$ cat src/cache_sram.sv
// Single-port synchronous RAM with a registered read port.
// Instantiated once per way for both directory entries and data words.
`timescale 1ns/1ns

module cache_sram #(
    parameter type payload_t = logic,
    parameter int  DEPTH     = 16
) (
    input  logic                     clk_i,
    input  logic                     cs_i,
    input  logic                     we_i,
    input  logic [$clog2(DEPTH)-1:0] addr_i,
    input  payload_t                 wdata_i,
    output payload_t                 rdata_o
);

    payload_t mem_q [DEPTH];
    payload_t rdata_q;

    // Read port only updates on a read access, it holds otherwise
    always_ff @(posedge clk_i) begin
        if (cs_i) begin
            if (we_i) begin
                mem_q[addr_i] <= wdata_i;
            end else begin
                rdata_q <= mem_q[addr_i];
            end
        end
    end

    assign rdata_o = rdata_q;

endmodule

$ cat config.mk
export PLATFORM = sky130hd
export DESIGN_NAME = cache_sram
export DESIGN_NICKNAME = d
export VERILOG_FILES = /design/src/cache_sram.sv
export SDC_FILE = /design/constraint.sdc
export NUM_CORES = 1
export LEC_CHECK = 0
export ABC_CLOCK_PERIOD_IN_PS = 1500
export BUFFER_PORTS_ARGS = -buffer_cell sky130_fd_sc_hd__buf_2
export CELL_PAD_IN_SITES_DETAIL_PLACEMENT = 1
export CELL_PAD_IN_SITES_GLOBAL_PLACEMENT = 1
export CORE_MARGIN = 10
export CORE_UTILIZATION = 48
export CTS_BUF_LIST = sky130_fd_sc_hd__clkbuf_8
export DETAILED_ROUTE_END_ITERATION = 8
export PLACE_DENSITY = 0.79
export SLEW_MARGIN = 5
export SYNTH_ARGS = -nofsm -noshare
export SYNTH_HDL_FRONTEND = slang
export SYNTH_SLANG_ARGS = --single-unit
$ cat constraint.sdc
create_clock -name clk_i -period 1.5 [get_ports clk_i]
set_clock_uncertainty 0.05 [all_clocks]
set_input_delay 0.15 -clock clk_i [delete_from_list [all_inputs] [get_ports clk_i]]
set_output_delay 0.15 -clock clk_i [all_outputs]
set_load 0.01 [all_outputs]
==> results.md, run 1 <==
Outcome:
- The run finished with clean final reports.

Place:
- The HPWL after detailed placement is around 1.1 mm.
- During placement, the flow inserted port buffers numbering 8.
- The pre-CTS worst setup slack is 0.0626 ns.
- The routability congestion estimate is 0.754.

Critical path:
- The critical path is of the reg2reg type.
- The critical path data required time is 1.44 ns.
- Counting both buffers and inverters, the worst setup path holds a total of 0.
- Of all nets on the critical path, the largest fanout is 1.
- The worst setup path is launched from a register.
- STA classifies the critical path endpoint as a register.
- Among cell families on the critical path, the largest total delay comes from multiplexers.
- At the worst endpoint, the arrival time is ~1.3 ns.
- The cell type of the slowest stage on the worst timing path is mux4_1.
- The signal on the critical path passes through mux4_1 -> nand2b_1 -> nand4_1.
- The largest stage delay on the critical path is ~0.51 ns.

Clocking:
- Clock tree synthesis found a total of 17 sinks.
- Counting the buffers created by CTS gives 3.
- The source-to-sink clock delay at the later pin of the worst-skew pair is 0.25 ns.
- Gates resized during post-CTS repair numbered 0.
- The cell sitting at the root of the clock tree is a clkbuf_8.
- Counting along the longest clock path gives a buffer depth of 2.
- The hold buffer count at cts is 0.
- The clock transition at the registers of the reported paths is 0.06 ns.
- The number of H-tree levels is 1.
- The post-CTS repair timing setup buffer count is 0.
- TritonCTS built the clock tree.

Pwr:
- The maximum vdd drop is 0.000752 V.
- Power comes to 935 µW.
- Power spread over the standard cell area amounts to between 1000 and 1500 mW/mm².
- The reported leakage power is between 0.0003 and 0.0004 µW.

Synth:
- The average instance in the mapped netlist occupies 14.2 µm².
- The adder-cell area share of the yosys netlist is 0%.
- The post-synthesis sequential area ratio is 64.3%.
- The largest family of logic cells by synthesized area is simple AND/OR/NAND/NOR gates.
- Of the total synthesized cell area, the portion taken by AND, OR, NAND and NOR gates is 19.4%.
- The cell count after synthesis came out at 56.
- After synthesis, the share of cell area in mux cells is 13.2%.
- Yosys attributes the largest share of cell area to edfxtp_1 (64%), mux4_1 (13%), nor2_1 (6.1%), nand2b_1 (3.1%), nor3_1 (2.5%).
- The compound-gate portion of the synthesized area is 0%.
- Counting distinct cell types in the post-synthesis netlist gives 15.
- The yosys synthesis warning count is 0.
- The cell type with the highest aggregate area in the netlist is edfxtp_1.
- The synthesized net count is 64.
- The number of storage elements in the synthesis netlist is 17.
- The share of synthesized area in the top cell type comes to 64.3%.
- The area share of xor/xnor cells in the synthesized design is 0%.
- Summing every instance area after synthesis gives 795 µm².

Die:
- Measured along the y axis, the die boundary spans 60.7 µm.
- Once the floorplan was initialized, standard cells occupied 51.5% of the core.
- The count of boundary I/O pins is 9.
- The die boundary width is 60.7 µm.
- The row count is 14.
- The standard cell core area is 0.00154 mm².
- The die covers 0.00368 mm².

Detailed routing:
- In the routed design, unresolved DRC markers number 0.
- The final layout contains routed wiring with a total length of 1.54 mm.
- The via total after detailed routing is about 480.
- Using the TritonRoute via totals, the vias-per-cell ratio works out to 5.86.
- Once detail routing completed, the nets flagged for antenna violations numbered 0.
- The first routing iteration left 18 violations.
- The count of TritonRoute iterations in the first routing pass is 4.
- In the final routed layout, each cell accounts on average for 19.0 µm.

Finish:
- The area growth from synthesis to final layout is 11.2%.
- 0 antenna diodes ended up in the layout.
- The number of nets in the layout is 74.
- In the layout the commonest cells are edfxtp_1 (17), nor2_1 (13), buf_2 (8).
- The library cell used most frequently in the layout, excluding fill and tap cells, is edfxtp_1.
- The fraction of layout cells with a size suffix above 1 is 21.5%.

STA:
- The max-slew violation count is 0.
- The worst slew slack as a fraction of its limit is 82.0%.
- The top achievable clock speed is 718 MHz.
- The final critical-path share of the clock period is 92.9%.
- The total negative slack is 0 ns.
- The final hold violation count is 0.
- Setup repair after global routing left no endpoint under its margin.
- At the pin with the least slew margin, the transition time is 0.269 ns.
- The routed design could run at a clock period as short as 1.39 ns.
- Setup slack on the critical path of the routed design comes to 0.107 ns.
- Setup violations remaining at the end of the flow were counted as 0.

Global route:
- Global routing used 9.20% of the available tracks across all layers.
- The first global-routing pass estimated 2.38 mm of wire.
- The number of global-route vias before repair came to just over 500.
- Entering global routing, the biggest net connects 17 pins.
- The number of antenna violations at the first check in global routing is 0.
- The remaining global-route overflow is 0.

Flow run:
- The number of max-cap violations is 0.

Min path:
- The tightest min-delay check is of the in2reg type.
[final cells by class]
class | count | area (µm²)
clock buffer | 3 | 41.3
clock inverter | 1 | 5.00
fill | 159 | 658
multi-input combinational | 35 | 259
sequential | 17 | 510
tap | 16 | 20.0
timing repair buffer | 9 | 47.5
[worst paths after layout]
| path | slack (ns) | start | end | cells after the start |
|---|---|---|---|---|
| setup reg to reg | 0.11 | mem_q[5] | rdata_o | 3 |
| hold / removal | 0.20 | we_i | rdata_o | 2 |
| hold reg to reg | 0.73 | mem_q[8] | rdata_o | 3 |
| setup / recovery | 0.11 | mem_q[5] | rdata_o | 3 |
[per-stage QoR]
step	cells	instance area (µm²)	utilization [%]	hold WS, ns
after floorplan	56	795	-	0.199
after global placement	77	837	54.3	0.451
after detailed placement	77	837	54.3	0.449
after CTS	81	883	57.3	0.186
after global routing	81	883	57.3	0.189
final	81	883	57.3	0.198
[cells by family after synthesis]
kind of cell,after synthesis
and+or+nand+nor,31
DFF,17
muxes,4
buffers and inverters,4
[synth_stat cells]
| cell type | instances |
|---|---|
| or3_2 | 1 |
| clkbuf_1 | 1 |
| nand3_1 | 1 |
| nand4b_1 | 2 |
| nor2b_1 | 1 |
| nand2_1 | 3 |
| mux4_1 | 4 |
| nand2b_1 | 4 |
| nor3_1 | 4 |
| buf_6 | 1 |
| edfxtp_1 | 17 |
| nor2_1 | 13 |
| clkbuf_2 | 1 |
| buf_2 | 1 |
| nand4_1 | 2 |
[where the power goes]
group	switching (µW)	internal, µW	total (µW)
logic	40.6	27.4	68.0
clock network	151	184	336
registers	1.40	530	531
total	193	742	935
[routing by layer]
metal	track usage, %	share of wire [%]	routed length [µm]	up-vias
met4	6.58	2.5	39	0
met3	3.97	7.9	122	5
met5	0	0	0	-
met2	14.0	47	720	14
li1	-	-	-	230
met1	10.1	43	659	226
[worst register-to-register path, cell delays in order (launching register included)]
cell      delay [ns]
edfxtp_1        0.37
mux4_1          0.51
nand2b_1        0.10
nand4_1         0.10
[registers in the layout, indices dropped and copies added, names as in the netlist]
signal / count
mem_q: 16
rdata_o: 1
Power figures use the tool's default switching activity.
==> inputs of run 2 (changes only) <==
--- a/config.mk
+++ b/config.mk
@@ -5,15 +5,16 @@
 export SDC_FILE = /design/constraint.sdc
 export NUM_CORES = 1
 export LEC_CHECK = 0
-export ABC_CLOCK_PERIOD_IN_PS = 1500
+export ABC_CLOCK_PERIOD_IN_PS = 1200
 export BUFFER_PORTS_ARGS = -buffer_cell sky130_fd_sc_hd__buf_2
 export CELL_PAD_IN_SITES_DETAIL_PLACEMENT = 1
 export CELL_PAD_IN_SITES_GLOBAL_PLACEMENT = 1
 export CORE_MARGIN = 10
-export CORE_UTILIZATION = 48
+export CORE_UTILIZATION = 43
 export CTS_BUF_LIST = sky130_fd_sc_hd__clkbuf_8
 export DETAILED_ROUTE_END_ITERATION = 8
-export PLACE_DENSITY = 0.79
+export PLACE_DENSITY = 0.75
+export SETUP_SLACK_MARGIN = 0.15
 export SLEW_MARGIN = 5
 export SYNTH_ARGS = -nofsm -noshare
 export SYNTH_HDL_FRONTEND = slang
==> constraint.sdc (replaced) <==
create_clock -name clk_i -period 1.2 [get_ports clk_i]
set_clock_uncertainty 0.05 [all_clocks]
set_input_delay 0.12 -clock clk_i [delete_from_list [all_inputs] [get_ports clk_i]]
set_output_delay 0.12 -clock clk_i [all_outputs]
set_load 0.01 [all_outputs]
==> results.md, run 2 (synthesized netlist as in run 1, its figures left out) <==
Min path:
- The number of instances on the worst hold path is 2 (unchanged).
- The class of the tightest hold or removal check is in2reg.
- The worst-case hold path end point is mem_q[0].
- The launch point of the worst hold path is addr_i[3].

Die:
- The row count is 15 (+1).
- The die boundary width is 63.0 µm (+3.8%).
- The standard cell core area is 0.00175 mm² (+13%).
- The starting density of the core came to 45.5% (-6.0 points).
- The count of boundary I/O pins is 9 (unchanged).
- The vertical extent of the die came to 63.0 µm (+3.8%).
- The full die area is 0.00397 mm² (+7.7%).

Global route:
- The number of antenna violations at the first check in global routing came to 0 (unchanged).
- The all-layer global routing usage was 8.81% (-0.39 points).
- The wire length of the first global-routing pass came to 2.62 mm (+9.9%).
- The maximum number of pins on one net before global-route repair came to 17 (unchanged).
- The remaining global-route overflow came to 0 (unchanged).
- The number of global-route vias before repair came to 516 (+2.2%).

STA:
- The worst-margin pin slew is 0.268 ns (-0.00105 ns).
- The number of setup violations in the final report is 1 (+1).
- The setup slack after layout was -0.174 ns (-0.281 ns).
- The max-slew violation count is 0 (unchanged).
- The worst slew slack as a fraction of its limit is 82.0% (about the same).
- The final critical-path required period is 1.37 ns (-0.0191 ns).
- The top achievable clock speed is 728 MHz (+1.4%).
- Setup repair after global routing could not meet its margin everywhere.
- The final critical-path share of the clock period is 115% (+22 points).
- The final hold violation count is 0 (unchanged).

Clocking:
- The source-to-sink clock delay at the later pin of the worst-skew pair came to 0.26 ns (about the same).
- The number of clock buffers inserted by TritonCTS is 3 (unchanged).
- The clock transition at the registers of the reported paths is 0.07 ns (about the same).
- The clock tree root buffer cell is clkbuf_8.
- The worst-case clock buffer depth is 2 (unchanged).
- The TritonCTS clock tree is yes.
- The sink count of the clock tree is 17 (unchanged).
- The hold buffer count at cts came to 0 (unchanged).
- The number of H-tree levels was 1 (unchanged).

Detailed routing:
- The mean routed wirelength per cell was 18.0 µm (-5.4%).
- The top routing layer in use is met4.
- The DRC violation count after routing is 0 (unchanged).
- The iteration-0 DRC count of the detailed router was 3 (-15).
- The detailed-route wire length is 1.67 mm (+8.6%).
- The number of nets still failing antenna checks after routing came to 0 (unchanged).
- The count of TritonRoute iterations in the first routing pass is 4 (unchanged).
- The sum of met2 wire segment lengths after detailed routing was 835 µm (+16%).
- The via total after detailed routing is 488 (+2.7%).
- The total routed wire length on the met1 layer came to 724 µm (+9.9%).
- The met3 wirelength from detailed routing was 70 µm (-43%).
- The vias per cell is 5.25 (-11%).

Critical path:
- The worst setup path startpoint is mem_q[7].
- The worst reg-to-reg setup slack came to -0.17 ns (-0.28 ns).
- The worst register-to-register path ends at rdata_o.
- The cell family contributing the most delay on the critical path is multiplexers.
- The buffers plus inverters on the worst setup path is 0 (unchanged).
- The critical path data required time is 1.15 ns (-0.29 ns).
- The signal on the critical path passes through mux4_2 -> nand2b_1 -> nand4_1.
- The maximum fanout along the worst path was 1 (unchanged).
- The number of cell instances on the worst register-to-register path is 3 (unchanged).
- The arrival time of the worst setup path is 1.32 ns (-0.02 ns).
- The slowest stage of the critical path belongs to the cell mux4_2.
- The largest stage delay on the critical path is 0.48 ns (-0.03 ns).
- The type of element capturing the critical path is a register.
- In this run the critical register-to-register path is launched from mem_q[7].
- The critical path launch point type is a register.
- The critical path class is reg2reg.

Pwr:
- The share of total power in sequential cells was 55.3% (-1.5 points).
- The switching portion of total power is 21.9% (+1.2 points).
- The total power divided by cell area was 1290 mW/mm² (+22%).
- The total power consumption of the routed design is 1200 µW (+28%).
- The reported leakage power is 0.000307 µW (+1.5%).
- The share of total power in combinational logic came to 8.7% (+1.4 points).
- The maximum vdd drop is 0.000878 V (+17%).
- The internal power of the cells came to 938 µW (+27%).
- The share of power burned in the clock network is 36.0% (about the same).
- The switching power is 262 µW (+36%).

Place:
- The half-perimeter wire length after detailed placement came to 1.24 mm (+14%).
- The count of input and output buffers came to 8 (unchanged).
- The pre-CTS worst setup slack was -0.169 ns (-0.232 ns).
- The routability congestion estimate is 0.719 (-4.7%).

Outcome:
- The run finished, with violations left.
- The checks that failed: negative setup slack.

Finish:
- The fraction of layout cells with a size suffix above 1 was 38.2% (+17 points).
- mem_q holds more flip-flops than any other register.
- The number of flip-flops in the largest register is 16 (unchanged).
- The number of nets in the layout was 77 (+4.1%).
- The area growth from synthesis to final layout is 17.3%.
- In the layout the commonest cells are edfxtp_1 (17), nor2_1 (11), buf_2 (7).
- The most common library cell in the layout ignoring fill and taps is edfxtp_1.
- The number of antenna repair diodes is 0 (unchanged).

Flow run:
- The number of max-cap violations is 0 (unchanged).
==> run 2: power groups by stage <==
stage / registers, µW / logic (µW) / clock network [µW]
2_1_floorplan: 677 / 63.5 / 0
3_3_place_gp: 677 / 95.5 / 0
3_5_place_dp: 677 / 101 / 0
4_1_cts: 664 / 104 / 445
5_1_grt: 664 / 114 / 465
6_report: 664 / 105 / 432
==> run 2: repair_timing <==
action                                  4_1_cts  5_1_grt
endpoints found under the setup margin        2        7
resized for setup                             1        3
buffers inserted                              0        0
cloned                                        0        0
pin swaps                                     1        1
==> run 2: worst max-delay path by stage <==
stage                     cells after the start       end
after floorplan                               3   rdata_o
after global placement                        4  mem_q[2]
after detailed placement                      4   rdata_o
after CTS                                     3   rdata_o
after global routing                          3   rdata_o
final                                         3   rdata_o
==> run 2: routing by layer <==
layer	GRT usage, %	vias up
li1	-	233
met4	5.87	0
met2	14.1	10
met1	9.49	240
met5	0	-
met3	3.23	5
==> run 2: metrics by stage <==
stage	util [%]	hold slack, ns	instance area (µm²)	TNS, ns	instances
6_report	53.4	0.179	932	-0.174	93
5_1_grt	53.4	0.194	932	-0.207	93
4_1_cts	53.0	0.175	926	-0.192	93
3_5_place_dp	50.1	0.438	875	-0.770	89
3_3_place_gp	50.1	0.425	875	-0.472	89
2_1_floorplan	-	0.169	807	-0.0492	56
==> run 2: area by class of cell <==
cell class	count	area [µm²]
clock buffer	3	41.3
clock inverter	1	5.00
fill	188	813
multi-input combinational	35	268
sequential	17	510
tap	25	31.3
timing repair buffer	12	76.3
==> inputs of run 3 (changes only) <==
--- a/config.mk
+++ b/config.mk
@@ -13,7 +13,7 @@
 export CORE_UTILIZATION = 43
 export CTS_BUF_LIST = sky130_fd_sc_hd__clkbuf_8
 export DETAILED_ROUTE_END_ITERATION = 8
-export PLACE_DENSITY = 0.75
+export PLACE_DENSITY = 0.78
 export SETUP_SLACK_MARGIN = 0.15
 export SLEW_MARGIN = 5
 export SYNTH_ARGS = -nofsm -noshare
==> results.md, run 3 (synthesized netlist as in run 1, its figures left out) <==
Outcome:
- The flow ran to the end, but the final reports show violations.
- The final reports fail on negative setup slack.

Critical path:
- The maximum fanout along the worst path was 1 (unchanged).
- The critical path data required time is 1.14 ns (about the same).
- Walking the worst path, the cells encountered are mux4_2 -> nand3_2 -> nand4_1.
- The number of cell instances on the worst register-to-register path is 3 (unchanged).
- The endpoint identified for the worst register-to-register timing path is rdata_o.
- The startpoint identified for the worst register-to-register timing path is mem_q[15].
- The arrival time of the worst setup path came to 1.28 ns (-0.04 ns).
- The worst setup path startpoint is mem_q[15].
- The cell family contributing the most delay on the critical path is multiplexers.
- The buffers plus inverters on the worst setup path is 0 (unchanged).
- The type of element capturing the critical path is a register.
- The critical path class is reg2reg.
- The worst reg-to-reg setup slack is -0.14 ns (+0.04 ns).
- The slowest stage of the critical path belongs to the cell mux4_2.
- The worst setup path is launched from a register.
- The largest stage delay on the critical path is 0.49 ns (about the same).

Clocking:
- The hold buffer count at cts was 0 (unchanged).
- The clock transition at the registers of the reported paths was 0.06 ns (about the same).
- The TritonCTS clock tree is yes.
- The number of H-tree levels came to 1 (unchanged).
- The tree is rooted in a clkbuf_8.
- The worst-case clock buffer depth is 2 (unchanged).
- The source-to-sink clock delay at the later pin of the worst-skew pair is 0.25 ns (about the same).
- The sink count of the clock tree is 17 (unchanged).
- The number of clock buffers inserted by TritonCTS came to 3 (unchanged).

Global route:
- The all-layer global routing usage is 8.58% (-0.23 points).
- The number of global-route vias before repair is 547 (+6.0%).
- The wire length of the first global-routing pass is 2.68 mm (+2.4%).
- The number of antenna violations at the first check in global routing is 0 (unchanged).
- The remaining global-route overflow came to 0 (unchanged).
- The maximum number of pins on one net before global-route repair is 17 (unchanged).

Finish:
- The number of flip-flops in the largest register is 16 (unchanged).
- Leaving out fill and tap cells, the most frequent cells in the layout are edfxtp_1 (17), nor2_1 (11), buf_2 (7).
- The non-filler instance count after layout was 94 (+1.1%).
- Ranked by flip-flop count, first place goes to mem_q.
- The fraction of layout cells with a size suffix above 1 came to 39.1% (+0.90 points).
- The area growth from synthesis to final layout is 18.7%.
- The area of all placed cells without fillers came to 943 µm² (+1.2%).
- The number of antenna repair diodes was 0 (unchanged).
- The number of nets in the layout is 78 (+1.3%).
- The most common library cell in the layout ignoring fill and taps is edfxtp_1.

STA:
- The final critical-path required period was 1.34 ns (-0.0373 ns).
- The setup slack after layout is -0.137 ns (+0.0373 ns).
- The final hold violation count is 0 (unchanged).
- The max-slew violation count is 0 (unchanged).
- The worst-margin pin slew is 0.245 ns (-0.0229 ns).
- Setup repair after global routing could not meet its margin everywhere.
- The final critical-path share of the clock period is 111% (-3.1 points).
- The top achievable clock speed is 748 MHz (+2.8%).
- The worst slew slack as a fraction of its limit is 83.6% (+1.5 points).
- The number of setup violations in the final report was 1 (unchanged).

Pwr:
- The maximum vdd drop is 0.000645 V (-27%).
- The reported leakage power is 0.000311 µW (+1.5%).
- The total power divided by cell area is 1250 mW/mm² (-2.7%).

Die:
- The full die area came to 0.00397 mm² (unchanged).
- The standard cell core area is 0.00175 mm² (unchanged).
- The vertical extent of the die is 63.0 µm (unchanged).
- The die boundary width is 63.0 µm (unchanged).
- The row count came to 15 (unchanged).
- The starting density of the core was 45.5% (unchanged).
- The count of boundary I/O pins came to 9 (unchanged).

Detailed routing:
- The number of nets still failing antenna checks after routing is 0 (unchanged).
- The DRC violation count after routing is 0 (unchanged).
- The vias per cell is 5.07 (-3.3%).
- The count of TritonRoute iterations in the first routing pass is 4 (unchanged).
- The via total after detailed routing is 477 (-2.3%).
- The mean routed wirelength per cell is 16.3 µm (-9.3%).
- The iteration-0 DRC count of the detailed router is 14 (+11).
- The detailed-route wire length is 1.54 mm (-8.3%).

Min path:
- The worst hold path begins at wdata_i.
- The number of instances on the worst hold path is 1 (-1).
- The worst-case hold path end point is mem_q[6].
- The min-delay analysis places its worst path in the category in2reg.

Place:
- The half-perimeter wire length after detailed placement was 1.15 mm (-7.7%).
- The cell count after placement is 89 (unchanged).
- The count of input and output buffers was 8 (unchanged).
- The routability congestion estimate came to 0.714 (-0.72%).
- The placed cell area is 875 µm² (unchanged).

Flow run:
- The number of max-cap violations is 0 (unchanged).
## run 3: cell types whose count changed in the layout (fill, tap and decap cells not counted), sizes merged
cell	delta
buf	+1
## run 3: routing by layer
layer	track usage [%]	vias up	share of wire [%]	wire, µm
met4	4.19	0	0.78	12
met3	2.33	2	2.8	43
met1	10.8	233	46	703
li1	-	233	-	-
met2	13.1	9	50	775
met5	0	-	0	0
## run 3: metrics by stage
| stage | util (%) | setup TNS (ns) | worst slack (ns) | hold slack [ns] | total power [µW] |
|---|---|---|---|---|---|
| floorplan | - | -0.0492 | -0.0492 | 0.169 | 741 |
| global placement | 50.1 | -0.433 | -0.112 | 0.460 | 772 |
| detailed placement | 50.1 | -0.744 | -0.151 | 0.472 | 776 |
| CTS | 53.0 | -0.145 | -0.145 | 0.203 | 1190 |
| global route | 54.1 | -0.177 | -0.177 | 0.205 | 1240 |
| finish | 54.1 | -0.137 | -0.137 | 0.207 | 1180 |
## run 3: worst max path at each step
stage                     slack (ns)  endpoint  cells after the start
after detailed placement       -0.15   rdata_o                      4
after global placement         -0.11  mem_q[2]                      4
after floorplan                -0.05   rdata_o                      3
final                          -0.14   rdata_o                      3
after CTS                      -0.15   rdata_o                      3
after global routing           -0.18   rdata_o                      3
## run 3: cell type report
class                           instances  area, µm²
Timing Repair Buffer                   13       87.6
Multi-Input combinational cell         35        268
Sequential cell                        17        510
Fill cell                             192        802
Tap cell                               25       31.3
Clock inverter                          1       5.00
Clock buffer                            3       41.3
## run 3: power breakdown
group          internal, µW  leakage [µW]  total (µW)  switching (µW)
Clock                   230     0.0000255         415             185
Combinational          47.4      0.000132         104            56.6
Sequential              662      0.000154         664            1.86
## run 3: what timing repair did
action | CTS | global route
setup buffers | 0 | 1
gates resized for setup | 1 | 4
endpoints found under the setup margin | 2 | 6
gates cloned | 0 | 0
pin swaps | 1 | 1
